File: config.mk
export PLATFORM = sky130hd
export DESIGN_NAME = refill_buf_flat
export DESIGN_NICKNAME = d
export VERILOG_FILES = /design/src/rtl/icache_pkg.sv /design/src/rtl/icache_refill_if.sv /design/src/rtl/refill_buf.sv /design/src/flat_wrapper.sv
export SDC_FILE = /design/constraint.sdc
export NUM_CORES = 1
export LEC_CHECK = 0
export BUFFER_PORTS_ARGS = -buffer_cell sky130_fd_sc_hd__buf_2
export CORE_AREA = 2 2 241 243
export DETAILED_ROUTE_END_ITERATION = 6
export DIE_AREA = 0 0 243 245
export PLACE_DENSITY = 0.55
export RECOVER_POWER = 50
export SYNTH_ARGS = -nofsm -noshare
export SYNTH_HDL_FRONTEND = slang
export SYNTH_SLANG_ARGS = --single-unit
File: constraint.sdc
create_clock -name clk -period 3.4 [get_ports clk]
set_input_delay 0.17 -clock clk [delete_from_list [all_inputs] [get_ports clk]]
set_output_delay 0.17 -clock clk [all_outputs]
set_load 0.005 [all_outputs]
File: src/rtl/icache_pkg.sv
`default_nettype none

package icache_pkg;

    // cache geometry, 4 ways x 64 sets x 64 bytes
    localparam int num_ways    = 4;
    localparam int num_sets    = 64;
    localparam int line_words  = 16;             // 32-bit words per line
    localparam int offset_bits = 6;              // byte offset in line
    localparam int index_bits  = 6;              // pc[11:6]
    localparam int tag_bits    = 20;             // pc[31:12]

    localparam int cookie_width_default = 32;

    // address-fetch exception code
    localparam logic [5:0] ecode_adef = 6'd8;

    // main control states
    typedef enum logic [2:0] {
        st_idle   = 3'd0,
        st_lookup = 3'd1,                        // tag compare, hit answered here
        st_miss   = 3'd2,                        // burst request pending
        st_refill = 3'd3,                        // collecting beats
        st_write  = 3'd4,                        // line and tag write
        st_resp   = 3'd5                         // miss response
    } icache_state_e;

endpackage

`default_nettype wire
File: src/rtl/icache_refill_if.sv
`timescale 1ns/1ps
`default_nettype none

interface icache_refill_if;

    logic                                  beat_valid;    // accepted beat strobe
    logic [3:0]                            beat_idx;      // word slot in line
    logic [31:0]                           beat_data;
    logic                                  fill_finish;   // one cycle after last beat
    logic                                  refill_active; // fsm in st_refill
    logic [icache_pkg::line_words*32-1:0]  line;

    modport counter (
        input  refill_active,
        output beat_valid, beat_idx, fill_finish
    );

    modport buffer (
        input  beat_valid, beat_idx, beat_data,
        output line
    );

    modport ctrl (
        input  fill_finish,
        output refill_active
    );

endinterface

`default_nettype wire

File: src/rtl/refill_buf.sv
`timescale 1ns/1ps
`default_nettype none

module refill_buf (
    input  logic              clk,
    input  logic [5:3]        offset,
    output logic [63:0]       dword,
    icache_refill_if.buffer   refill
);

    logic [31:0] words_q [icache_pkg::line_words];

    always_ff @(posedge clk) begin
        if (refill.beat_valid) begin
            words_q[refill.beat_idx] <= refill.beat_data;
        end
    end

    // word 0 sits in the low bits of the line
    genvar i;
    generate
        for (i = 0; i < icache_pkg::line_words; i++) begin : g_pack
            assign refill.line[i*32 +: 32] = words_q[i];
        end
    endgenerate

    assign dword = refill.line[offset*64 +: 64];  // doubleword for miss response

endmodule

`default_nettype wire

File: src/flat_wrapper.sv
// flat-port wrapper written by rule: the top's interface ports become plain ports
module refill_buf_flat 
  (clk, offset, dword, refill_beat_valid, refill_beat_idx, refill_beat_data, refill_line);
  icache_refill_if refill_i ();
  input  logic clk;
  input  logic [5:3] offset;
  output logic [63:0] dword;
  input wire logic [$bits(refill_i.beat_valid)-1:0] refill_beat_valid;
  input wire logic [$bits(refill_i.beat_idx)-1:0] refill_beat_idx;
  input wire logic [$bits(refill_i.beat_data)-1:0] refill_beat_data;
  output wire logic [$bits(refill_i.line)-1:0] refill_line;
  assign refill_i.beat_valid = refill_beat_valid;
  assign refill_i.beat_idx = refill_beat_idx;
  assign refill_i.beat_data = refill_beat_data;
  assign refill_line = refill_i.line;
  refill_buf u_core (.clk(clk), .offset(offset), .dword(dword), .refill(refill_i));
endmodule
# Word-level counts from Yosys, hierarchy flattened

Memory sizes are Yosys's and may differ from the RTL's.
Cells that the tools add are included.
Widths: inputs -> output; s select.

Add/subtract/negate cells: 0
Multiply operators: 0
Div/mod/pow operators: 0
Magnitude comparators: 0
Equal/unequal tests: 0
Shift-type cells: 1
Multiplexer cells: 2
Bitwise logic cells: 0
Reductions and logical operators: 0

Operators by type and width:

| kind               | number |
|---|---|
| $shiftx 512x10->64 | 1 |
| $mux 1             | 2 |

Register bits after elaboration: 0
Bits in latches: 0
Memory bits (writable): 512
Memory bits (read-only): 0
Input port bits: 41
Output and inout bits: 576
Word-level logic and storage cells: 4
Memories: 1

Memory list:

| name           | depth | bits a word | rd ports | clocked after Yosys merged registers in | write ports | line             | source |
|---|---|---|---|---|---|---|---|
| u_core.words_q | 16    | 32          | 16       | 0                                       | 1           | refill_buf.sv:11 | `logic [31:0] words_q [icache_pkg::line_words];` |

# Depth between registers and ports, before layout

Depth after elaboration: 2
Mapped depth: 4
Gate-level depth less buffers: 2

# Worst setup path before layout

OpenSTA, ideal clock, no wires.

Path type: input-to-reg
From: in refill_beat_idx[2]
To: mem u_core.words_q[0][0] (enable)
Library setup time: 461 ps
Data arrival time: 2888 ps
Data required time: 2939 ps
Path slack: 50 ps
Cell stages on the path: 2
Buffers on the path: 0
Cell sequence: or3b_2 nor3_1

RTL lines:

| what        | line              | source |
|---|---|---|
| from (decl) | flat_wrapper.sv:9 | `input wire logic [$bits(refill_i.beat_idx)-1:0] refill_beat_idx;` |
| to (decl)   | refill_buf.sv:11  |  |

Straight into the memory's write port.

# Worst setup path after layout

From: in refill_beat_idx[2]
To: mem u_core.words_q[8][4] (enable)

Straight into the memory's write port.

==> summary.md <==
| Metric | Value |
|---|---|
| Fraction of power spent switching nets | 21.2% |
| Area growth from synthesis to layout | 31.4% |
| Number of distinct library cell variants in the gate-level netlist after synthesis | 15 |
| Number of DRC markers after the initial detailed-route iteration | 802 |
| Power density over cell area | 531 nW/um2 |
| Initial antenna violation count | 2 |
| Largest net degree at the start of global routing | 65 |
| Global routing usage summed across all routing layers | 21.3% |
| Biggest regs | u_core.words_q x512 |
| Maximum buffer depth of the clock tree | 3 |
| Final Slew Violations | 192 |
| Global route overflow | 0 |
| Setup fix buffers added after clock tree synthesis | 0 |
| Fin Setup TNS | 0 ns |
| Worst path most repeated cell | sky130_fd_sc_hd__clkbuf_1 |
| Number of iterations in the first detailed-routing pass | 5 |
| Number of synthesized flops with an enable pin | 512 |
| Total clock buffers created by CTS | 52 |
| Proportion of power drawn by flip-flops and latches | 53.1% |
| Fill cells | 5032 |
| Critical path's slowest cell | sky130_fd_sc_hd__clkbuf_1 |
| Avg Inst Size Synth | 25.4 um2 |
| Final-report hold violation count | 0 |
| Number of remaining DRC errors | 0 |
| Combinational power share | 6.3% |
| MaxCap Viol Count | 10 |
| Share of post-route cells with drive strength above 1 | 57.0% |
| Share of flip-flops with an asynchronous set or reset | 0% |
| Period utilization | 80.3% |
| Clock tree from TritonCTS | built |
| Worst-path cell chain | clkbuf_1, nand3b_1, nor3_2, clkbuf_1 |
| Cell with the most instances after synthesis | sky130_fd_sc_hd__edfxtp_1 |
| Fraction of post-synthesis cell area in the top cell type by area | 79.6% |
| Buffer type at the clock tree root | sky130_fd_sc_hd__clkbuf_16 |
| Unrepaired setup endpoints after global routing | no |
| Wire length of the first global-routing pass | 89700 um |
| Violated checks | capacitance limit, slew limit |
| Final setup violating endpoints | 0 |
| Total vias in the final route | 11395 |
| Critical path startpoint category | input port |
| Relative contribution of the clock network to total power | 40.6% |
| Resized Gates After CTS | 0 |
| Instance count of the mapped netlist | 762 |
| Detailed Place HPWL | 43400 um |
| Number of global-route vias before repair | 11903 |
| Largest stage delay on the critical path | 2.04 ns |
| Hold slack | 0.339 ns |
| Final Total Pwr | 0.0135 W |
| Die span in y | 245 um |
| Cell types occupying the most area after synthesis | sky130_fd_sc_hd__edfxtp_1 (80%), sky130_fd_sc_hd__mux4_2 (15%), sky130_fd_sc_hd__mux2_2 (3.7%) |
| List of most frequent post-synthesis cells | sky130_fd_sc_hd__edfxtp_1 (512), sky130_fd_sc_hd__mux4_2 (128), sky130_fd_sc_hd__mux2_2 (64) |
| Net count after synthesis | 803 |
| Slew @ Worst Pin | 2.87 ns |
| Type of the worst setup path | in2reg |
| Wirelength per Cell | 28.8 um |
| Top-level port count | 617 |
| Number of register bits inferred by synthesis | 512 |
| Max Clk Rate | 366 MHz |
| Cell leakage power | 9.07 nW |
| Critical path fanouts, max | 32 |
| Worst Hold Class | in2reg |
| Data arrival time of the critical path | 2.86 ns |
| Final Critical Period | 2.73 ns |
| Vias per inst | 5.04 |
| Net Sw Power | 0.00286 W |
| Register name with the most flops | u_core.words_q |
| Yosys warnings | 0 |
| Type of destination of the critical path | register |
| Overall die area | 59500 um2 |
| H-Tree Depth | 2 |
| Width of the die | 243 um |
| Max-slew headroom | -91.5% |
| Starting density of the core | 33.9% |
| Final #Nets | 1496 |
| Area of the core | 57000 um2 |
| Required arrival time at the worst endpoint | 3.53 ns |
| Clock transition at the register clock pins on the worst setup and hold paths after CTS | 0.06 ns |
| Power Internal | 0.0106 W |
| Total detailed-routing wirelength | 65200 um |
| Library cell with the largest summed area after synthesis | sky130_fd_sc_hd__edfxtp_1 |
| Post-detailed-route count of antenna-violating nets | 0 |
| RePlAce Congestion | 0.909 |
| Commonest register cell after synthesis | sky130_fd_sc_hd__edfxtp_1 |
| Largest register FFs | 512 |
| Number of placement rows | 88 |
| Netlist Area Pre-Place | 19300 um2 |
| Result of the run | complete, but fails checks |
| Sink count of the clock tree | 512 |
| Number of port buffers | 616 |
| Maximum VDD drop | 0.354 mV |
| Share of the yosys chip area belonging to registers | 79.6% |
| Hold buffer count at CTS | 32 |
-- power by group through the flow --
stage	Clock, W	Combinational (W)	Sequential, W
6_report	0.00548	0.000850	0.00716
5_1_grt	0.00583	0.000912	0.00716
4_1_cts	0.00560	0.000880	0.00715
3_5_place_dp	0	0.000848	0.00728
3_3_place_gp	0	0.000846	0.00728
2_1_floorplan	0	0.000392	0.00728
-- layout by cell type (no fill, tap or decap) --
master and instances:
sky130_fd_sc_hd__nand2_1 1, sky130_fd_sc_hd__buf_2 556, sky130_fd_sc_hd__diode_2 1, sky130_fd_sc_hd__mux2_2 64
sky130_fd_sc_hd__mux4_2 128, sky130_fd_sc_hd__nor2_1 9, sky130_fd_sc_hd__nand3_1 1, sky130_fd_sc_hd__or3b_2 1
sky130_fd_sc_hd__dlygate4sd3_1 32, sky130_fd_sc_hd__inv_6 1, sky130_fd_sc_hd__buf_12 12, sky130_fd_sc_hd__buf_6 1
sky130_fd_sc_hd__nand3b_1 2, sky130_fd_sc_hd__clkbuf_16 53, sky130_fd_sc_hd__nor3_2 4, sky130_fd_sc_hd__bufinv_16 4
sky130_fd_sc_hd__clkbuf_2 3, sky130_fd_sc_hd__buf_8 1, sky130_fd_sc_hd__clkinvlp_4 5, sky130_fd_sc_hd__nor2_4 3
sky130_fd_sc_hd__clkinv_1 14, sky130_fd_sc_hd__clkinv_2 9, sky130_fd_sc_hd__clkbuf_1 70, sky130_fd_sc_hd__edfxtp_1 512
sky130_fd_sc_hd__buf_4 7, sky130_fd_sc_hd__nand2b_1 2
-- worst max-delay path, delay by kind of cell --
kind	cells	cell delay [ns]
and+or+nand+nor	2	0.46
buffers and inverters	2	2.18
-- cell families after synthesis --
family | count (synthesis) | share of synthesized area (%)
DFF | 512 | 79.6
and+or+nand+nor | 23 | 0.570
buffers and inverters | 35 | 1.19
muxes | 192 | 18.7
-- final timing paths --
path	from	to	slack, ns	cells past startpoint
setup / recovery	refill_beat_idx[2]	u_core.words_q[8][4]$_DFFE_PP_	0.67	4
hold / removal	refill_beat_idx[1]	u_core.words_q[11][28]$_DFFE_PP_	0.34	3
-- layout make-up --
type | count | area, um2 | area share [%]
clock inverters | 33 | 264 | 1.04
diodes | 1 | 2.50 | 0.00986
multi-input cells | 215 | 3760 | 14.8
repair buffers | 674 | 3670 | 14.5
flip-flops and latches | 512 | 15400 | 60.6
clock buffers | 61 | 1360 | 5.34
well taps | 765 | 957 | 3.77
-- metal layers --
metal	routed length, um	up-vias	global-route usage, %
li1	-	4683	-
met1	25900	6004	26.9
met2	32300	606	35.9
met3	5330	100	6.17
met4	1650	2	6.23
met5	13	-	0
-- stage by stage --
stage / cells / instance area [um2] / util, % / setup WS, ns
after global routing: 2260 / 25400 / 44.5 / 0.536
after global placement: 2134 / 23600 / 41.4 / 1.11
after CTS: 2260 / 25600 / 44.8 / 1.06
final: 2261 / 25400 / 44.5 / 0.669
after detailed placement: 2134 / 23600 / 41.4 / 1.11
after floorplan: 762 / 19300 / - / 0.0504
(Power assumes the default switching activity.)
