**src/rtl/icache_pkg.sv**
```systemverilog
`default_nettype none

package icache_pkg;

    // cache geometry, 4 ways x 64 sets x 64 bytes
    localparam int num_ways    = 4;
    localparam int num_sets    = 64;
    localparam int line_words  = 16;             // 32-bit words per line
    localparam int offset_bits = 6;              // byte offset in line
    localparam int index_bits  = 6;              // pc[11:6]
    localparam int tag_bits    = 20;             // pc[31:12]

    localparam int cookie_width_default = 32;

    // address-fetch exception code
    localparam logic [5:0] ecode_adef = 6'd8;

    // main control states
    typedef enum logic [2:0] {
        st_idle   = 3'd0,
        st_lookup = 3'd1,                        // tag compare, hit answered here
        st_miss   = 3'd2,                        // burst request pending
        st_refill = 3'd3,                        // collecting beats
        st_write  = 3'd4,                        // line and tag write
        st_resp   = 3'd5                         // miss response
    } icache_state_e;

endpackage

`default_nettype wire
```
**src/rtl/icache_refill_if.sv**
```systemverilog
`timescale 1ns/1ps
`default_nettype none

interface icache_refill_if;

    logic                                  beat_valid;    // accepted beat strobe
    logic [3:0]                            beat_idx;      // word slot in line
    logic [31:0]                           beat_data;
    logic                                  fill_finish;   // one cycle after last beat
    logic                                  refill_active; // fsm in st_refill
    logic [icache_pkg::line_words*32-1:0]  line;

    modport counter (
        input  refill_active,
        output beat_valid, beat_idx, fill_finish
    );

    modport buffer (
        input  beat_valid, beat_idx, beat_data,
        output line
    );

    modport ctrl (
        input  fill_finish,
        output refill_active
    );

endinterface

`default_nettype wire

```
**src/rtl/icache_fsm.sv**
```systemverilog
`timescale 1ns/1ps
`default_nettype none

module icache_fsm (
    input  logic                clk,
    input  logic                rst,
    input  logic                valid,
    input  logic                cache_hit,
    input  logic [3:0]          hit,
    input  logic [3:0]          way_replace,
    input  logic                r_rdy,
    icache_refill_if.ctrl       refill,
    output logic                rbuf_we,
    output logic [3:0]          tagv_we,
    output logic [3:0]          mem_we,
    output logic [3:0]          way_visit,
    output logic                lru_en,
    output logic                rdata_sel,
    output logic                r_req,
    output logic                r_data_ready,
    output logic                data_valid,
    output logic                cache_ready
);

    icache_pkg::icache_state_e state_q, state_d;

    always_ff @(posedge clk) begin
        if (rst) begin
            state_q <= icache_pkg::st_idle;
        end else begin
            state_q <= state_d;
        end
    end

    always_comb begin
        state_d      = state_q;
        rbuf_we      = 1'b0;
        tagv_we      = 4'b0000;
        mem_we       = 4'b0000;
        way_visit    = 4'b0000;
        lru_en       = 1'b0;
        rdata_sel    = 1'b0;
        r_req        = 1'b0;
        r_data_ready = 1'b0;
        data_valid   = 1'b0;
        cache_ready  = 1'b0;
        case (state_q)
            icache_pkg::st_idle: begin
                cache_ready = 1'b1;
                rbuf_we     = valid;
                if (valid) begin
                    state_d = icache_pkg::st_lookup;
                end
            end
            icache_pkg::st_lookup: begin
                // a hit answers now and may take the next fetch
                cache_ready = cache_hit;
                data_valid  = cache_hit;
                lru_en      = cache_hit;
                way_visit   = hit;
                rbuf_we     = valid & cache_hit;
                if (!cache_hit) begin
                    state_d = icache_pkg::st_miss;
                end else if (!valid) begin
                    state_d = icache_pkg::st_idle;
                end
            end
            icache_pkg::st_miss: begin
                r_req = 1'b1;
                if (r_rdy) begin
                    state_d = icache_pkg::st_refill;
                end
            end
            icache_pkg::st_refill: begin
                r_data_ready = 1'b1;
                if (refill.fill_finish) begin
                    state_d = icache_pkg::st_write;
                end
            end
            icache_pkg::st_write: begin
                tagv_we   = way_replace;                 // set index held in rbuf
                mem_we    = way_replace;
                way_visit = way_replace;
                lru_en    = 1'b1;
                state_d   = icache_pkg::st_resp;
            end
            icache_pkg::st_resp: begin
                data_valid = 1'b1;
                rdata_sel  = 1'b1;                       // answer from line buffer
                state_d    = icache_pkg::st_idle;
            end
            default: begin
                state_d = icache_pkg::st_idle;
            end
        endcase
    end

    assign refill.refill_active = (state_q == icache_pkg::st_refill);

endmodule

`default_nettype wire

```
**src/flat_wrapper.sv**
```systemverilog
// flat-port wrapper written by rule: the top's interface ports become plain ports
module icache_fsm_flat 
  (clk, rst, valid, cache_hit, hit, way_replace, r_rdy, rbuf_we, tagv_we, mem_we, way_visit, lru_en, rdata_sel, r_req, r_data_ready, data_valid, cache_ready, refill_fill_finish, refill_refill_active);
  icache_refill_if refill_i ();
  input  logic clk;
  input  logic rst;
  input  logic valid;
  input  logic cache_hit;
  input  logic [3:0] hit;
  input  logic [3:0] way_replace;
  input  logic r_rdy;
  output logic rbuf_we;
  output logic [3:0] tagv_we;
  output logic [3:0] mem_we;
  output logic [3:0] way_visit;
  output logic lru_en;
  output logic rdata_sel;
  output logic r_req;
  output logic r_data_ready;
  output logic data_valid;
  output logic cache_ready;
  input wire logic [$bits(refill_i.fill_finish)-1:0] refill_fill_finish;
  output wire logic [$bits(refill_i.refill_active)-1:0] refill_refill_active;
  assign refill_i.fill_finish = refill_fill_finish;
  assign refill_refill_active = refill_i.refill_active;
  icache_fsm u_core (.clk(clk), .rst(rst), .valid(valid), .cache_hit(cache_hit), .hit(hit), .way_replace(way_replace), .r_rdy(r_rdy), .refill(refill_i), .rbuf_we(rbuf_we), .tagv_we(tagv_we), .mem_we(mem_we), .way_visit(way_visit), .lru_en(lru_en), .rdata_sel(rdata_sel), .r_req(r_req), .r_data_ready(r_data_ready), .data_valid(data_valid), .cache_ready(cache_ready));
endmodule
```
**config.mk**
```make
export PLATFORM = sky130hd
export DESIGN_NAME = icache_fsm_flat
export DESIGN_NICKNAME = d
export VERILOG_FILES = /design/src/rtl/icache_pkg.sv /design/src/rtl/icache_refill_if.sv /design/src/rtl/icache_fsm.sv /design/src/flat_wrapper.sv
export SDC_FILE = /design/constraint.sdc
export NUM_CORES = 1
export LEC_CHECK = 0
export ABC_AREA = 1
export ABC_CLOCK_PERIOD_IN_PS = 1050
export BUFFER_PORTS_ARGS = -buffer_cell sky130_fd_sc_hd__clkbuf_2
export CAP_MARGIN = 30
export CELL_PAD_IN_SITES_DETAIL_PLACEMENT = 0
export CELL_PAD_IN_SITES_GLOBAL_PLACEMENT = 1
export CORE_UTILIZATION = 18
export CTS_CLUSTER_DIAMETER = 30
export DETAILED_ROUTE_END_ITERATION = 7
export GPL_ROUTABILITY_DRIVEN = 0
export HOLD_SLACK_MARGIN = 0.03
export PLACE_DENSITY_LB_ADDON = 0.1
export SETUP_SLACK_MARGIN = 0.3
export SLEW_MARGIN = 0
export SYNTH_ARGS = -nofsm -noshare
export SYNTH_HDL_FRONTEND = slang
export SYNTH_SLANG_ARGS = --single-unit
export TNS_END_PERCENT = 10
```
**constraint.sdc**
```tcl
create_clock -name clk -period 1.05 [get_ports clk]
set_input_delay 0.21 -clock clk [delete_from_list [all_inputs] [get_ports clk]]
set_output_delay 0.21 -clock clk [all_outputs]
set_load 0.02 [all_outputs]
```
After elaboration in Yosys (flattened, before gate mapping)
Index checks and enable logic that the tools add are counted.
{"block": "op_classes", "n_eq_ne": 9, "n_mux": 15, "n_reduce_logical": 2, "bitwise_logic": 1}
{"op": "two-way mux 3 bit", "count": 5}
{"op": "one-hot mux 3 bit (5 select lines)", "count": 1}
{"op": "one-hot mux 1 bit (2 select lines)", "count": 4}
{"op": "one-hot mux 4 bit (2 select lines)", "count": 1}
{"op": "== test 3 x 2 -> 1 bit, second input constant", "count": 2}
{"op": "== test 3 bit, second input constant", "count": 2}
{"op": "inequality test 2 bit, second input constant", "count": 3}
{"op": "two-way mux 4 bit", "count": 1}
{"op": "AND reduction 4 bit", "count": 1}
{"op": "== test 3 x 1 -> 1 bit, second input constant", "count": 1}
{"op": "zero test 3 bit", "count": 1}
{"op": "two-way mux 1 bit", "count": 3}
{"op": "inequality test 3 bit, second input constant", "count": 1}
{"op": "bitwise AND 1 bit", "count": 1}
{"block": "totals", "output_inout_bits": 20, "in_bits": 14, "wordCells": 28, "ff_bits": 3}

Logic depth before layout (Yosys ltp)
{"block": "logic_depth", "word_depth": 3, "mapped_depth": 8, "mapped_depth_nobuf": 8}

Least setup slack after synthesis
OpenSTA, ideal clock, no wires.
{"block": "synth_path", "path_kind": "reg-to-output", "from": "reg u_core.state_q[1]", "to": "out tagv_we[0]", "arrival_ns": 1.260, "stages_incl_launch_ff": 5, "path_buffers": 1, "t_required_ns": 0.840, "slack_ns": -0.420, "cell_sequence": "dfxtp_1 -> nor2_1 -> nand2_1 -> nor2_1 -> buf_4"}
{"block": "synth_via", "elab_chain_len": 2}
{"element": "start, declared", "line": "icache_fsm.sv:25", "rtl": "icache_pkg::icache_state_e state_q, state_d;"}
{"element": "start signal, assigned", "line": "icache_fsm.sv:29", "rtl": "state_q <= icache_pkg::st_idle;"}
{"element": "start signal, assigned", "line": "icache_fsm.sv:31", "rtl": "state_q <= state_d;"}
{"element": "== test 3 bit"}
{"element": "two-way mux 4 bit"}
{"element": "end, declared", "line": "flat_wrapper.sv:13", "rtl": "output logic [3:0] tagv_we;"}
Every way passes these cells.

Final worst setup path
{"block": "layout_path", "from": "reg u_core.state_q[0]", "to": "out way_visit[3]"}
{"block": "layout_via", "elab_chain_len": 2, "elab_cells_between_ends": 3, "classes_between": "eq/ne (2); mux (1)"}
{"element": "== test 3 bit or == test 3 x 1 -> 1 bit (tied branches)", "line": "icache_fsm.sv:47", "rtl": "case (state_q)"}
{"element": "one-hot mux 4 bit (2 select lines) (*)", "line": "icache_fsm.sv:47"}
{"element": "end, declared", "line": "flat_wrapper.sv:15", "rtl": "output logic [3:0] way_visit;"}
Mark *: on every way between the ends. The rest lies on a longest branch, timed or not.

==> results.toml <==
[status]
status = "complete, but fails checks"
violations = "negative setup slack"

[placement]
post-dp-hpwl_um = 926
port_buffers = 33

[timing]
grt_setup_unrepaired = "true"
period_share_pct = 134
min_period_ns = 1.41
fin_worst_skew_ns = 0.000786
worst_pin_slew_ns = 0.186
slew_violations = 0
setup_viol = 23
fin_hold_ws_ns = 0.146
hold_viol_final = 0
max_clock_freq_mhz = 711
slew_headroom_pct = 87.6
finalWorstSetupSlack_ns = -0.357

[clock_tree]
path_clk_slew_ns = 0.04
cts_root_buf = "clkbuf_4"
cts_tree = "yes"
ctsLongestPathBuffers = 2
clock-sinks = 3
clock_latency_ns = 0.23
htreeDepth = 1
cts_made_buffers = 3
hold_buffers = 0

[global_routing]
grt_pass1_wl_um = 1880
grt_pass1_vias = 476
grt_max_degree = 11
antenna_found_initial = 0
grt_overflow = 0
grt.total_usage_pct = 11.9

[run]
drv_cap = 0

[layout]
seq_area_um2 = 68.8
drive_gt1_share_pct = 67.3
fin_nets = 128
largest_reg_flops = 3
antenna_cells = 0
largest_register = "u_core.state_q"
area_growth_pct = 142
multiInputGateArea_um2 = 328
top_regs = "u_core.state_q: 3 flops"
final_util_pct = 46.1
fillCellCount = 229

[logic_synthesis]
synth-adder-area-share_pct = 0
synth_compound_area_share_pct = 13.4
ys_seq_area_share_pct = 16.1
synthSimpleGateAreaFrac_pct = 47.5
syn_area_um2 = 374
synth_top_family_by_area = "simple AND/OR/NAND/NOR gates"
synth.area.mux_share_pct = 0
syn_inst = 68
synth.distinct_cells = 14
postSynthAreaPerCell_um2 = 5.50
synth-seq-cells = 3
synthXorXnorAreaFrac_pct = 0
yosys_warnings = 0
synth_fp_nets = 82

[worst_setup_path]
critPathMaxFanout = 10
cp_data_arrival_time_ns = 1.20
cp-start-kind = "flip-flop"
cp.required_ns = 0.84
r2r_start = "u_core.state_q[0]"
critPathCaptureType = "primary output"
rr_worst_depth = 10
worst-r2r-setup-slack_ns = -0.29
r2r-end = "u_core.state_q[1]"
criticalPathCategory = "reg2out"

[worst_hold_path]
min_path_type = "in2reg"
min_to = "u_core.state_q[2]"
hold_depth = 2
min_from = "rst"

[floorplan]
start_util_pct = 19.1
std_cell_rows = 16
core_mm2 = 0.00196
dieHeight_um = 47.6
die_area_mm2 = 0.00226
io_pins = 34
die_w_um = 47.6

[routing]
ant_nets = 0
drt-total-wl_um = 1250
drt-initial-drc-count = 4
routedWlPerCell_um = 8.91
num_vias = 543
first_pass_iters = 4
route.detailed.drc = 0
viasPerCell = 3.88

[power_and_ir_drop]
internal_power_mw = 1.02
p_comb_share_pct = 76.3
peakVddDrop_v = 0.000973
power_density_mw_per_mm2 = 2070
p_sw_share_pct = 45.3
p_leak_nw = 0.468
pwr-share-clk_pct = 10.8
switchingPower_uw = 848
p_seq_share_pct = 12.9
[cell usage in the layout, fill, tap and decap left out, types with 3 or more instances in the layout]
cell      instances
clkbuf_4          5
clkbuf_2         13
nand3_2           3
buf_4            17
nand2_2           3
nand2_1          14
nor2_4            8
nor2_1            5
clkbuf_8         12
inv_1            11
o21ai_2           3
[worst max path at each step]
stage	slack (ns)	from	cells after the start	to
after floorplan	-0.14	u_core.state_q[0]	4	tagv_we[0]
after global placement	-0.17	u_core.state_q[1]	6	lru_en
after detailed placement	-0.21	u_core.state_q[1]	6	way_visit[3]
after CTS	-0.35	u_core.state_q[1]	4	way_visit[3]
after global routing	-0.41	u_core.state_q[0]	4	way_visit[3]
final	-0.36	u_core.state_q[0]	4	way_visit[3]
[worst max-delay path, cell delays in order, from the launching register on]
cell and delay [ns]:
dfxtp_4 0.36, nor2_4 0.18, nand2_8 0.12, o21ai_2 0.14, clkbuf_8 0.16
[power by group through the flow]
| stage | Clock [mW] | Sequential (mW) | Combinational [mW] |
|---|---|---|---|
| CTS | 0.212 | 0.242 | 1.36 |
| global placement | 0 | 0.226 | 1.09 |
| global route | 0.223 | 0.248 | 1.56 |
| finish | 0.202 | 0.241 | 1.43 |
| detailed placement | 0 | 0.228 | 1.08 |
| floorplan | 0 | 0.224 | 0.695 |
[metrics by stage]
stage | instance area [µm²] | setup slack (ns) | power [mW] | instances | TNS, ns
6_report | 905 | -0.357 | 1.87 | 140 | -6.99
5_1_grt | 905 | -0.411 | 2.03 | 140 | -8.55
3_5_place_dp | 676 | -0.207 | 1.31 | 132 | -2.99
3_3_place_gp | 676 | -0.170 | 1.32 | 132 | -2.62
2_1_floorplan | 450 | -0.135 | 0.919 | 68 | -1.22
4_1_cts | 876 | -0.346 | 1.81 | 139 | -6.82
[final cells by class]
type / instances / area share (%)
Inverter: 13 / 5.39
Timing Repair Buffer: 46 / 44.1
Multi-Input combinational cell: 47 / 36.2
Clock buffer: 4 / 2.90
Sequential cell: 3 / 7.61
Tap cell: 27 / 3.73
[kinds of logic (layout without fill, tap and decap cells)]
logic type | count (synthesis) | after routing
simple gates | 37 | 37
buf+inv | 18 | 63
compound gates | 10 | 10
flops | 3 | 3
[Yosys cell counts]
library cell	count	area, µm²
nor2_2	3	18.8
nand3_1	1	5.00
nand3_2	3	30.0
nand2_1	17	63.8
nor2_4	1	11.3
nor2_1	10	37.5
inv_2	2	7.51
nor3_1	1	5.00
o21ai_0	7	35.0
buf_4	5	37.5
dfxtp_1	3	60.1
nand2_2	1	6.26
a21oi_1	3	15.0
inv_1	11	41.3
[layer usage]
layer	GRT usage, %	part of all wire, %	vias up
met3	4.53	5.0	0
met5	0	0	-
met4	0	0	0
li1	-	-	300
met2	21.1	52	17
met1	14.6	43	226
[timing repair]
| item | CTS | global route |
|---|---|---|
| endpoints found under the hold margin | 0 | 0 |
| endpoints found under the setup margin | 23 | 23 |
| pin swaps | 5 | 2 |
| buffers inserted | 3 | 1 |
| resized for setup | 33 | 11 |
No activity file was read; power rests on OpenSTA's default activity.
