--- config.mk ---
export PLATFORM = sky130hd
export DESIGN_NAME = lru_sel
export DESIGN_NICKNAME = d
export VERILOG_FILES = /design/src/rtl/icache_pkg.sv /design/src/rtl/lru_sel.sv
export SDC_FILE = /design/constraint.sdc
export NUM_CORES = 1
export LEC_CHECK = 0
export BUFFER_PORTS_ARGS = -buffer_cell sky130_fd_sc_hd__buf_4
export CORE_ASPECT_RATIO = 1.75
export CORE_MARGIN = 2
export CORE_UTILIZATION = 39
export CTS_CLUSTER_SIZE = 20
export DETAILED_ROUTE_END_ITERATION = 8
export PLACE_DENSITY_LB_ADDON = 0.1
export SYNTH_ARGS = -nofsm -noshare
export SYNTH_HDL_FRONTEND = slang
export SYNTH_SLANG_ARGS = --single-unit
--- constraint.sdc ---
create_clock -name clk -period 2.4 [get_ports clk]
set_input_delay 0.24 -clock clk [delete_from_list [all_inputs] [get_ports clk]]
set_output_delay 0.24 -clock clk [all_outputs]
set_load 0.03 [all_outputs]
--- src/rtl/icache_pkg.sv ---
`default_nettype none

package icache_pkg;

    // cache geometry, 4 ways x 64 sets x 64 bytes
    localparam int num_ways    = 4;
    localparam int num_sets    = 64;
    localparam int line_words  = 16;             // 32-bit words per line
    localparam int offset_bits = 6;              // byte offset in line
    localparam int index_bits  = 6;              // pc[11:6]
    localparam int tag_bits    = 20;             // pc[31:12]

    localparam int cookie_width_default = 32;

    // address-fetch exception code
    localparam logic [5:0] ecode_adef = 6'd8;

    // main control states
    typedef enum logic [2:0] {
        st_idle   = 3'd0,
        st_lookup = 3'd1,                        // tag compare, hit answered here
        st_miss   = 3'd2,                        // burst request pending
        st_refill = 3'd3,                        // collecting beats
        st_write  = 3'd4,                        // line and tag write
        st_resp   = 3'd5                         // miss response
    } icache_state_e;

endpackage

`default_nettype wire
--- src/rtl/lru_sel.sv ---
`timescale 1ns/1ps
`default_nettype none

module lru_sel (
    input  logic                              clk,
    input  logic                              rst,
    input  logic [icache_pkg::index_bits-1:0] index,
    input  logic [3:0]                        visit,
    input  logic                              en,
    input  logic [3:0]                        valid_ways,
    output logic [3:0]                        way_replace
);

    // bit 0 root, bit 1 leaf of ways 0/1, bit 2 leaf of ways 2/3
    logic [2:0] tree_q [icache_pkg::num_sets];
    logic [2:0] tree;

    assign tree = tree_q[index];

    always_ff @(posedge clk) begin
        if (rst) begin
            for (int s = 0; s < icache_pkg::num_sets; s++) begin
                tree_q[s] <= 3'b000;
            end
        end else if (en) begin
            case (visit)
                4'b0001: tree_q[index] <= {tree[2], 1'b1, 1'b1};
                4'b0010: tree_q[index] <= {tree[2], 1'b0, 1'b1};
                4'b0100: tree_q[index] <= {1'b1, tree[1], 1'b0};
                4'b1000: tree_q[index] <= {1'b0, tree[1], 1'b0};
                default: tree_q[index] <= tree;  // no way touched
            endcase
        end
    end

    always_comb begin
        if (!valid_ways[0]) begin
            way_replace = 4'b0001;                      // fill empty ways first
        end else if (!valid_ways[1]) begin
            way_replace = 4'b0010;
        end else if (!valid_ways[2]) begin
            way_replace = 4'b0100;
        end else if (!valid_ways[3]) begin
            way_replace = 4'b1000;
        end else if (!tree[0]) begin
            way_replace = tree[1] ? 4'b0010 : 4'b0001;
        end else begin
            way_replace = tree[2] ? 4'b1000 : 4'b0100;
        end
    end

endmodule

`default_nettype wire

# Word level (Yosys, flattened, before mapping)
# Memory sizes are Yosys's and may differ from the RTL's.
# Index checks and enable logic that the tools add are counted.
[op_classes]
eq_ne = 4
n_mux = 36
bitwise = 4
n_reduce_logical = 2
[ops]
columns = ["op", "count"]
rows = [
  ["$mux 4", 6],
  ["$mux 1", 23],
  ["$mux 3", 5],
  ["$mux 6", 1],
  ["$eq 4x1->1 const B", 1],
  ["$eq 4x2->1 const B", 1],
  ["$eq 4x3->1 const B", 1],
  ["$eq 4x4->1 const B", 1],
  ["$or 1x1->1", 4],
  ["$reduce_or 4->1", 1],
  ["$reduce_or 3->1", 1],
  ["$mux 2", 1],
]
[word_totals]
reg_bits = 0
ram_bits = 192
input_bits = 17
elab_cells = 47
mem_count = 1
[mem_list]
columns = ["memory", "depth", "word_bits", "rd", "rd_ports_with_merged_regs", "wr", "line", "source"]
rows = [
  ["tree_q", 64, 3, 1, 0, 64, "lru_sel.sv:15", "logic [2:0] tree_q [icache_pkg::num_sets];"],
]

# Longest topological paths before layout
# Gate-level depths: netlist of run 1.
[logic_depth]
word_depth = 11
depth_mapped = 13

# Least setup slack after synthesis of run 1
# OpenSTA, ideal clock, no wires.
[synth_path]
path_kind = "input to output"
start = "in index[2] (netlist name)"
end = "out way_replace[1]"
arrival_time_ns = 2.587
required_ns = 2.160
setup_slack_ns = -0.427
stages = 10
n_path_buf = 4
path_cell_list = "buf_2 buf_4 buf_6 buf_4 mux4_2 a22oi_1 nand3_1 a22o_4 or3_1 a21oi_1"
[synth_via]
elab_chain_cells = 7
[synth_lines]
columns = ["element", "line", "source"]
rows = [
  ["from (decl)", "lru_sel.sv:7", "input logic [icache_pkg::index_bits-1:0] index,"],
  ["$mem_v2 64x3 *", "n/a", ""],
  ["$mux 2", "lru_sel.sv:46", "way_replace = tree[1] ? 4'b0010 : 4'b0001;"],
  ["$mux 4 *", "lru_sel.sv:45", "end else if (!tree[0]) begin"],
  ["$mux 4 *", "lru_sel.sv:43", "end else if (!valid_ways[3]) begin"],
  ["$mux 4 *", "lru_sel.sv:41", "end else if (!valid_ways[2]) begin"],
  ["$mux 4 *", "lru_sel.sv:39", "end else if (!valid_ways[1]) begin"],
  ["$mux 4 *", "lru_sel.sv:37", "if (!valid_ways[0]) begin"],
  ["to (decl)", "lru_sel.sv:11", "output logic [3:0] way_replace"],
]
# Mark *: on every way between the ends. The rest lies on a longest branch, timed or not.

# Worst setup path after layout of run 1
[layout_path]
start = "mem tree_q[47][0]"
end = "out way_replace[1]"
[layout_via]
elab_chain_cells = 6
[layout_lines]
columns = ["element", "line"]
rows = [
  ["from (decl)", "lru_sel.sv:15"],
  ["$mem_v2 64x3", "n/a"],
  ["$mux 4", "lru_sel.sv:45"],
  ["$mux 4", "lru_sel.sv:43"],
  ["$mux 4", "lru_sel.sv:41"],
  ["$mux 4", "lru_sel.sv:39"],
  ["$mux 4", "lru_sel.sv:37"],
]
# No other way between the ends.

==> results.rst, run 1 <==
.. list-table::
   :header-rows: 1

   * - Metric
     - Value
   * - Category of the worst setup path capture point
     - output pin
   * - Crit path DAT
     - around 2.7 ns
   * - Post-layout nets
     - between 900 and 1k
   * - Violations in the final reports
     - setup timing
   * - Vias per std cell
     - about 6.0
   * - Flip-flop and latch count after synthesis
     - 192
   * - Power density over the cells
     - 645 nW/um^2
   * - Number of antenna-violating nets in the routed design
     - 0
   * - Number of flops mapped to enable cells by yosys
     - 192
   * - Area contributors post-synth
     - sky130_fd_sc_hd__edfxtp_1 (59%), sky130_fd_sc_hd__a21oi_1 (5.6%), sky130_fd_sc_hd__mux4_2 (4.1%)
   * - Share of post-route cells with drive strength above 1
     - around 40%
   * - DIE AREA
     - roughly 27000 um^2
   * - Final global-route overflow total
     - 0
   * - Num ports
     - 21
   * - Kind of start point of the critical path
     - register
   * - H-tree Lvls
     - 4
   * - Synth warnings
     - 0
   * - Measured slew at the worst slew-check pin
     - approximately 0.76 ns
   * - Final Instance Count excl. Fillers
     - ~1.3k
   * - Share of the synthesized area in compound gates (AO/OA/AOI/OAI)
     - around an eighth
   * - Largest reg by FF count
     - tree_q
   * - Average wire length per cell after detail routing
     - 27.9 um
   * - Highest clock rate
     - between 0.3 and 0.4 GHz
   * - Final routed wirelength across all metal layers
     - between 30000 and 40000 um
   * - Hold violation count in the final report
     - 0
   * - All-Layer GR Usage
     - between 20% and 30%
   * - Global-route wire length before repair
     - roughly 49000 um
   * - Final number of max-transition violations
     - 0
   * - Worst setup path startpoint
     - tree_q[47][0]
   * - Number of cells on the worst reg-to-reg path
     - 11
   * - Unrepaired setup endpoints after global routing
     - yes
   * - # setup viols final
     - just under 200
   * - Post-route cell area
     - approximately 13000 um^2
   * - HPWL Detailed
     - between 20000 and 25000 um
   * - Placed cell count
     - 1188
   * - Highest-count cells in the layout ignoring fill and taps
     - sky130_fd_sc_hd__edfxtp_1 (192), sky130_fd_sc_hd__buf_4 (108), sky130_fd_sc_hd__nand2_1 (80), sky130_fd_sc_hd__a21oi_2 (56), sky130_fd_sc_hd__nor2_1 (55)
   * - Power consumption
     - 8.37 mW
   * - Area overhead of the layout relative to synthesis
     - 32.0%
   * - Basic-gate share of the synthesized area counting and, or, nand and nor cells
     - between 10% and 20%
   * - Detailed-route DRC error count
     - 0
   * - Maximum vdd ir drop
     - 539 uV
   * - Pleak
     - 4.70 nW
   * - Min Clock Period, post-route
     - just under 3 ns
   * - DR pass1 iterations
     - 6
   * - Unique masters post-synth
     - 62
   * - Die Wd
     - roughly 120 um
   * - Average instance area after synthesis
     - roughly 12 um^2
   * - CP max FO
     - 3
   * - Worst setup slack for register-to-register paths
     - -0.38 ns
   * - Number of buffers on the longest clock path
     - 2
   * - DRC marker count from the first detailed-route iteration
     - between 600 and 700
   * - Area of the core
     - 24700 um^2
   * - Die Y-Extent
     - roughly 210 um
   * - Post-DP Area
     - around 11000 um^2
   * - Reg-to-Reg Start
     - tree_q[47][0]
   * - Number of sinks driven by the clock tree
     - around 190
   * - Largest net degree at the start of global routing
     - 65
   * - Xor-xnor portion of the synthesized cell area
     - less than 1%
   * - Total via count in the routed design
     - around 7.6k
   * - Cell count after synthesis
     - a little over 800
   * - Final clock skew
     - 0.0127 ns
   * - Type of the worst setup path
     - register to output pin
   * - Number of antenna diodes
     - 0
   * - Crit share post-route
     - 122%
   * - Clock Pin Slew Worst Setup and Hold Paths
     - roughly 0.080 ns
   * - Library cell occupying the most area in the post-synthesis netlist
     - sky130_fd_sc_hd__edfxtp_1
   * - Path type of the worst min-delay path
     - input pin to register
   * - Endpoint of the most critical setup path
     - way_replace[1]
   * - TritonCTS Buffers
     - 17
   * - Number of placement rows
     - between 70 and 80
   * - Total of hold buffers inserted after clock tree synthesis
     - 0
   * - Antenna violations before repair
     - 0
   * - Routability congestion estimate from global placement
     - 0.848
   * - Post-synth net total
     - 840
   * - Share of synthesized registers carrying an async set or reset
     - 0%
   * - Dominant synthesized flop cell
     - sky130_fd_sc_hd__edfxtp_1
   * - Post-synthesis instance area
     - between 9000 and 10000 um^2
   * - Max-capacitance violation count
     - 0
   * - Effective utilization at floorplan
     - between 30% and 40%
   * - Total Neg Setup Slack
     - -43.41 ns
   * - Data required time at the worst endpoint
     - roughly 2.2 ns
   * - Largest register FFs
     - between 150 and 200
   * - Endpoint of the worst register-to-register path
     - tree_q[39][0]
   * - Final worst setup slack
     - -0.521 ns
   * - Portion of the post-synthesis area used by sequential elements
     - about three fifths
   * - Outcome
     - finished with violations
   * - Combinational family with the most area after synthesis
     - simple AND/OR/NAND/NOR gates
   * - Post-synthesis adder-cell area fraction
     - 0%
   * - Buffers on Ports
     - 20
   * - Clock tree from TritonCTS
     - built
   * - Worst slew slack as a fraction of its limit
     - about half
   * - Pre-CTS setup slack
     - -0.608 ns
   * - Proportion of synthesized area in mux cells
     - approximately 8.4%
   * - Area share of the largest cell type after synthesis
     - 58.6%
   * - Clock Root Buffer
     - sky130_fd_sc_hd__clkbuf_16
   * - Vias in the first global route
     - between 7k and 8k
   * - Clock latency of the later-clocked register in the worst-skew pair
     - 0.47 ns
   * - Most common library cell in the layout ignoring fill and taps
     - sky130_fd_sc_hd__edfxtp_1
   * - Largest registers ranked by flip-flop count
     - tree_q: 192 flops
## critical path, cell delays in order, from the launching register on
cell                       delay, ns
sky130_fd_sc_hd__edfxtp_1       0.44
sky130_fd_sc_hd__mux4_2         0.51
sky130_fd_sc_hd__a22oi_2        0.26
sky130_fd_sc_hd__nand3_1        0.12
sky130_fd_sc_hd__a22o_4         0.27
sky130_fd_sc_hd__or3_4          0.34
sky130_fd_sc_hd__a21oi_4        0.13
sky130_fd_sc_hd__buf_6          0.14
## power breakdown
part	switching, mW	total [mW]	internal, mW
clock	1.34	2.78	1.44
combinational	0.981	1.75	0.770
sequential	0.0474	3.84	3.79
## layer usage
layer	global-route usage (%)	part of all wire, %
met5	0	0
met3	4.68	6.2
met2	44.1	53
met1	30.4	35
met4	12.4	5.6
## stage by stage
| stage | util (%) | hold slack (ns) |
|---|---|---|
| after floorplan | - | 0.552 |
| after global placement | 44.2 | 0.775 |
| after detailed placement | 44.2 | 0.784 |
| after CTS | 49.5 | 0.389 |
| after global routing | 52.5 | 0.405 |
| final | 52.5 | 0.414 |
## Yosys cell counts (11+ instances only)
library cell	number
sky130_fd_sc_hd__a21boi_0	23
sky130_fd_sc_hd__edfxtp_1	192
sky130_fd_sc_hd__nand2_1	82
sky130_fd_sc_hd__buf_2	19
sky130_fd_sc_hd__buf_6	14
sky130_fd_sc_hd__clkbuf_1	22
sky130_fd_sc_hd__nor2_1	79
sky130_fd_sc_hd__a22oi_1	11
sky130_fd_sc_hd__a21oi_1	111
sky130_fd_sc_hd__nor3_1	21
sky130_fd_sc_hd__nand2b_1	53
sky130_fd_sc_hd__mux2i_1	22
sky130_fd_sc_hd__mux4_2	18
sky130_fd_sc_hd__buf_4	17
sky130_fd_sc_hd__or2_2	13
## area by class of cell
| class | instances | area, um^2 |
|---|---|---|
| clock inverter | 15 | 140 |
| multi-input combinational | 554 | 4180 |
| timing repair buffer | 169 | 2060 |
| inverter | 4 | 15.0 |
| clock buffer | 17 | 425 |
| tap | 312 | 390 |
| fill | 2173 | 11700 |
| sequential | 192 | 5770 |
## cells by family after synthesis
group / after synthesis
xor gates and xnor gates: 2
AOI/OAI and AO/OA: 204
and+or+nand+nor: 294
DFF: 192
buffers and inverters: 77
muxes: 54
## timing repair
action | CTS | global route
pin swaps | 11 | 58
resized for setup | 68 | 140
buffers inserted | 13 | 11
setup endpoints to repair | 196 | 196
gates cloned | 12 | 15
## worst min path at each step
stage | to | cells past startpoint | start
6_report | tree_q[39][0] | 4 | index[3]
5_1_grt | tree_q[39][0] | 4 | index[3]
4_1_cts | tree_q[39][0] | 4 | index[3]
3_5_place_dp | way_replace[3] | 3 | valid_ways[3]
3_3_place_gp | way_replace[3] | 3 | valid_ways[3]
2_1_floorplan | way_replace[1] | 1 | valid_ways[1]
(Power assumes the default switching activity.)
==> run 2, diff against run 1 <==
Settings changed: CAP_MARGIN set to 15, CORE_ASPECT_RATIO 1.75 to not set, SETUP_SLACK_MARGIN set to 0.02.
==> run 2 against run 1 <==
Effect of this change: the run still ends with setup timing left; final area up 5.0%; largest cell class unchanged; highest routed layer unchanged; sequential share of layout area down 2.1 points; largest power group unchanged; first-iteration DRC count grew 33%.
==> results.rst, run 2 (synthesized netlist as in run 1, its figures left out) <==
.. list-table::
   :header-rows: 1

   * - Metric
     - Value
   * - Outcome
     - finished with violations
   * - Violations in the final reports
     - setup timing
   * - Share of post-route cells with drive strength above 1
     - 46.9%
   * - Final clock skew
     - around 0.014 ns
   * - Final routed wirelength across all metal layers
     - 36400 um
   * - Total via count in the routed design
     - 7756
   * - Clock Root Buffer
     - sky130_fd_sc_hd__clkbuf_16
   * - # setup viols final
     - 180
   * - Final number of max-transition violations
     - 0
   * - Largest registers ranked by flip-flop count
     - tree_q: 192 flops
   * - Number of cells on the worst hold path
     - 4
   * - Unrepaired setup endpoints after global routing
     - yes
   * - Worst slew slack as a fraction of its limit
     - 37.9%
   * - Final Instance Count excl. Fillers
     - 1299
   * - Largest reg by FF count
     - tree_q
   * - Clock Pin Slew Worst Setup and Hold Paths
     - around 0.080 ns
   * - Endpoint of the worst register-to-register path
     - tree_q[39][0]
   * - Number of filler instances in the final layout
     - approximately 2.1k
   * - Measured slew at the worst slew-check pin
     - a little over 0.9 ns
   * - Final global-route overflow total
     - 0
   * - Category of the worst setup path capture point
     - output pin
   * - Crit share post-route
     - 121%
   * - HPWL Detailed
     - 21000 um
   * - Origin of the worst min-delay path
     - index[4]
   * - Highest clock rate
     - about 0.34 GHz
   * - Most common library cell in the layout ignoring fill and taps
     - sky130_fd_sc_hd__edfxtp_1
   * - Largest net degree at the start of global routing
     - 65
   * - Hold Path Sink
     - tree_q[39][0]
   * - Type of the worst setup path
     - register to output pin
   * - Number of antenna diodes
     - 0
   * - Power density over the cells
     - between 600 and 700 nW/um^2
   * - Path type of the worst min-delay path
     - input pin to register
   * - Pleak
     - around 4.9 nW
   * - Kind of start point of the critical path
     - register
   * - Detailed-route DRC error count
     - 0
   * - Maximum vdd ir drop
     - between 300 and 400 uV
   * - Number of antenna-violating nets in the routed design
     - 0
   * - Post-DP Area
     - around 11000 um^2
   * - Detailed-routed wire length on met2
     - 18100 um
   * - Number of placement rows
     - 58
   * - Total of hold buffers inserted after clock tree synthesis
     - 0
   * - Total Neg Setup Slack
     - -36.22 ns
   * - Area of the core
     - 25000 um^2
   * - Reg-to-Reg Start
     - tree_q[47][0]
   * - All-Layer GR Usage
     - around 28%
   * - Buffers on Ports
     - 20
   * - Antenna violations before repair
     - 0
   * - Number of buffers on the longest clock path
     - 2
   * - Detailed-routed wire length on met3
     - 2510 um
   * - Worst setup slack for register-to-register paths
     - -0.33 ns
   * - Number of cells on the worst reg-to-reg path
     - 11
   * - TritonCTS Buffers
     - 17
   * - Crit path DAT
     - approximately 2.7 ns
   * - CP max FO
     - 2
   * - Max-capacitance violation count
     - 0
   * - Post-route cell area
     - approximately 14000 um^2
   * - Highest-count cells in the layout ignoring fill and taps
     - sky130_fd_sc_hd__edfxtp_1 (192), sky130_fd_sc_hd__buf_4 (99), sky130_fd_sc_hd__a21oi_2 (81), sky130_fd_sc_hd__nand2_1 (79), sky130_fd_sc_hd__nand2b_1 (53)
   * - Num ports
     - 21
   * - Number of sinks driven by the clock tree
     - roughly 190
   * - Final worst setup slack
     - -0.503 ns
   * - Clock tree from TritonCTS
     - built
   * - Uppermost layer routed
     - met4
   * - Largest register FFs
     - 192
   * - Average wire length per cell after detail routing
     - between 20 and 30 um
   * - Routed metal-1 wire length
     - approximately 14000 um
   * - Vias per std cell
     - about 6.0
   * - Die Wd
     - 163 um
   * - DR pass1 iterations
     - 5
   * - Routability congestion estimate from global placement
     - between 0.8 and 0.9
   * - Effective utilization at floorplan
     - approximately two fifths
   * - Clock latency of the later-clocked register in the worst-skew pair
     - between 0.4 and 0.5 ns
   * - DIE AREA
     - around 27000 um^2
   * - Hold violation count in the final report
     - 0
   * - Area overhead of the layout relative to synthesis
     - 38.6%
   * - DRC marker count from the first detailed-route iteration
     - approximately 920
   * - Min Clock Period, post-route
     - 2.90 ns
   * - Die Y-Extent
     - around 160 um
   * - Vias in the first global route
     - 7915
   * - Placed cell count
     - 1202
   * - Global-route wire length before repair
     - 51800 um
   * - Data required time at the worst endpoint
     - roughly 2.2 ns
   * - H-tree Lvls
     - 4
   * - Post-layout nets
     - 973
==> run 2: changes by cell type in the layout (fill, tap and decap cells not counted), moves of 7 or more <==
cell                       delta
sky130_fd_sc_hd__clkinv_8     +7
sky130_fd_sc_hd__a21oi_1     -29
sky130_fd_sc_hd__buf_12       +8
sky130_fd_sc_hd__nor2_2       +9
sky130_fd_sc_hd__nor2_1       -9
sky130_fd_sc_hd__buf_4        -9
sky130_fd_sc_hd__buf_6       +15
sky130_fd_sc_hd__a21oi_2     +25
==> run 2: cell type report <==
class                   count  area (um^2)  share of cell area, %
clock inverters            15          219                   1.61
flip-flops and latches    192         5770                   42.3
repair buffers            186         2390                   17.5
inverters                   4         15.0                  0.110
multi-input cells         555         4400                   32.3
clock buffers              17          425                   3.12
well taps                 330          413                   3.03
==> run 2: metal layers <==
layer  vias up  GRT usage, %
met5         -             0
met4         0          12.8
met3        79          5.09
met2       352          45.8
met1      3973          35.0
li1       3352             -
==> run 2: stage by stage <==
| stage | hold WS, ns | total power, mW | setup slack (ns) | utilization (%) |
|---|---|---|---|---|
| floorplan | 0.552 | 4.53 | -0.0524 | - |
| global placement | 0.776 | 4.99 | -0.504 | 44.0 |
| detailed placement | 0.803 | 5.00 | -0.553 | 44.0 |
| CTS | 0.372 | 8.91 | -0.482 | 53.6 |
| global route | 0.417 | 9.12 | -0.548 | 54.6 |
| finish | 0.407 | 8.93 | -0.503 | 54.6 |
==> run 2: worst max-delay path, stage by stage, from the launching register on <==
cell and delay (ns):
sky130_fd_sc_hd__edfxtp_1 0.36, sky130_fd_sc_hd__nand2b_1 0.05, sky130_fd_sc_hd__mux4_2 0.45, sky130_fd_sc_hd__a21oi_1 0.29, sky130_fd_sc_hd__nor4_2 0.10, sky130_fd_sc_hd__nor4b_4 0.15, sky130_fd_sc_hd__buf_4 0.16, sky130_fd_sc_hd__or3_4 0.37
sky130_fd_sc_hd__a21oi_4 0.13, sky130_fd_sc_hd__buf_6 0.14
==> run 2: timing repair <==
item                       CTS  global route
setup endpoints to repair  196           196
pin swaps                   44            53
gates cloned                33             5
setup buffers               42            12
resized for setup          156           160
==> run 2: how the worst max path moves through the flow <==
stage	start	to	slack [ns]	cells past startpoint
floorplan	index[2]	way_replace[1]	-0.05	11
global placement	index[1]	tree_q[53][1]	-0.50	10
detailed placement	index[1]	tree_q[13][1]	-0.55	10
CTS	tree_q[50][0]	way_replace[1]	-0.48	7
global route	tree_q[16][1]	way_replace[1]	-0.55	9
finish	tree_q[21][1]	way_replace[1]	-0.50	9
==> run 2: where the power goes <==
group | internal [mW] | switching (mW)
sequential | 3.79 | 0.0472
clock | 1.46 | 1.59
combinational | 0.925 | 1.11
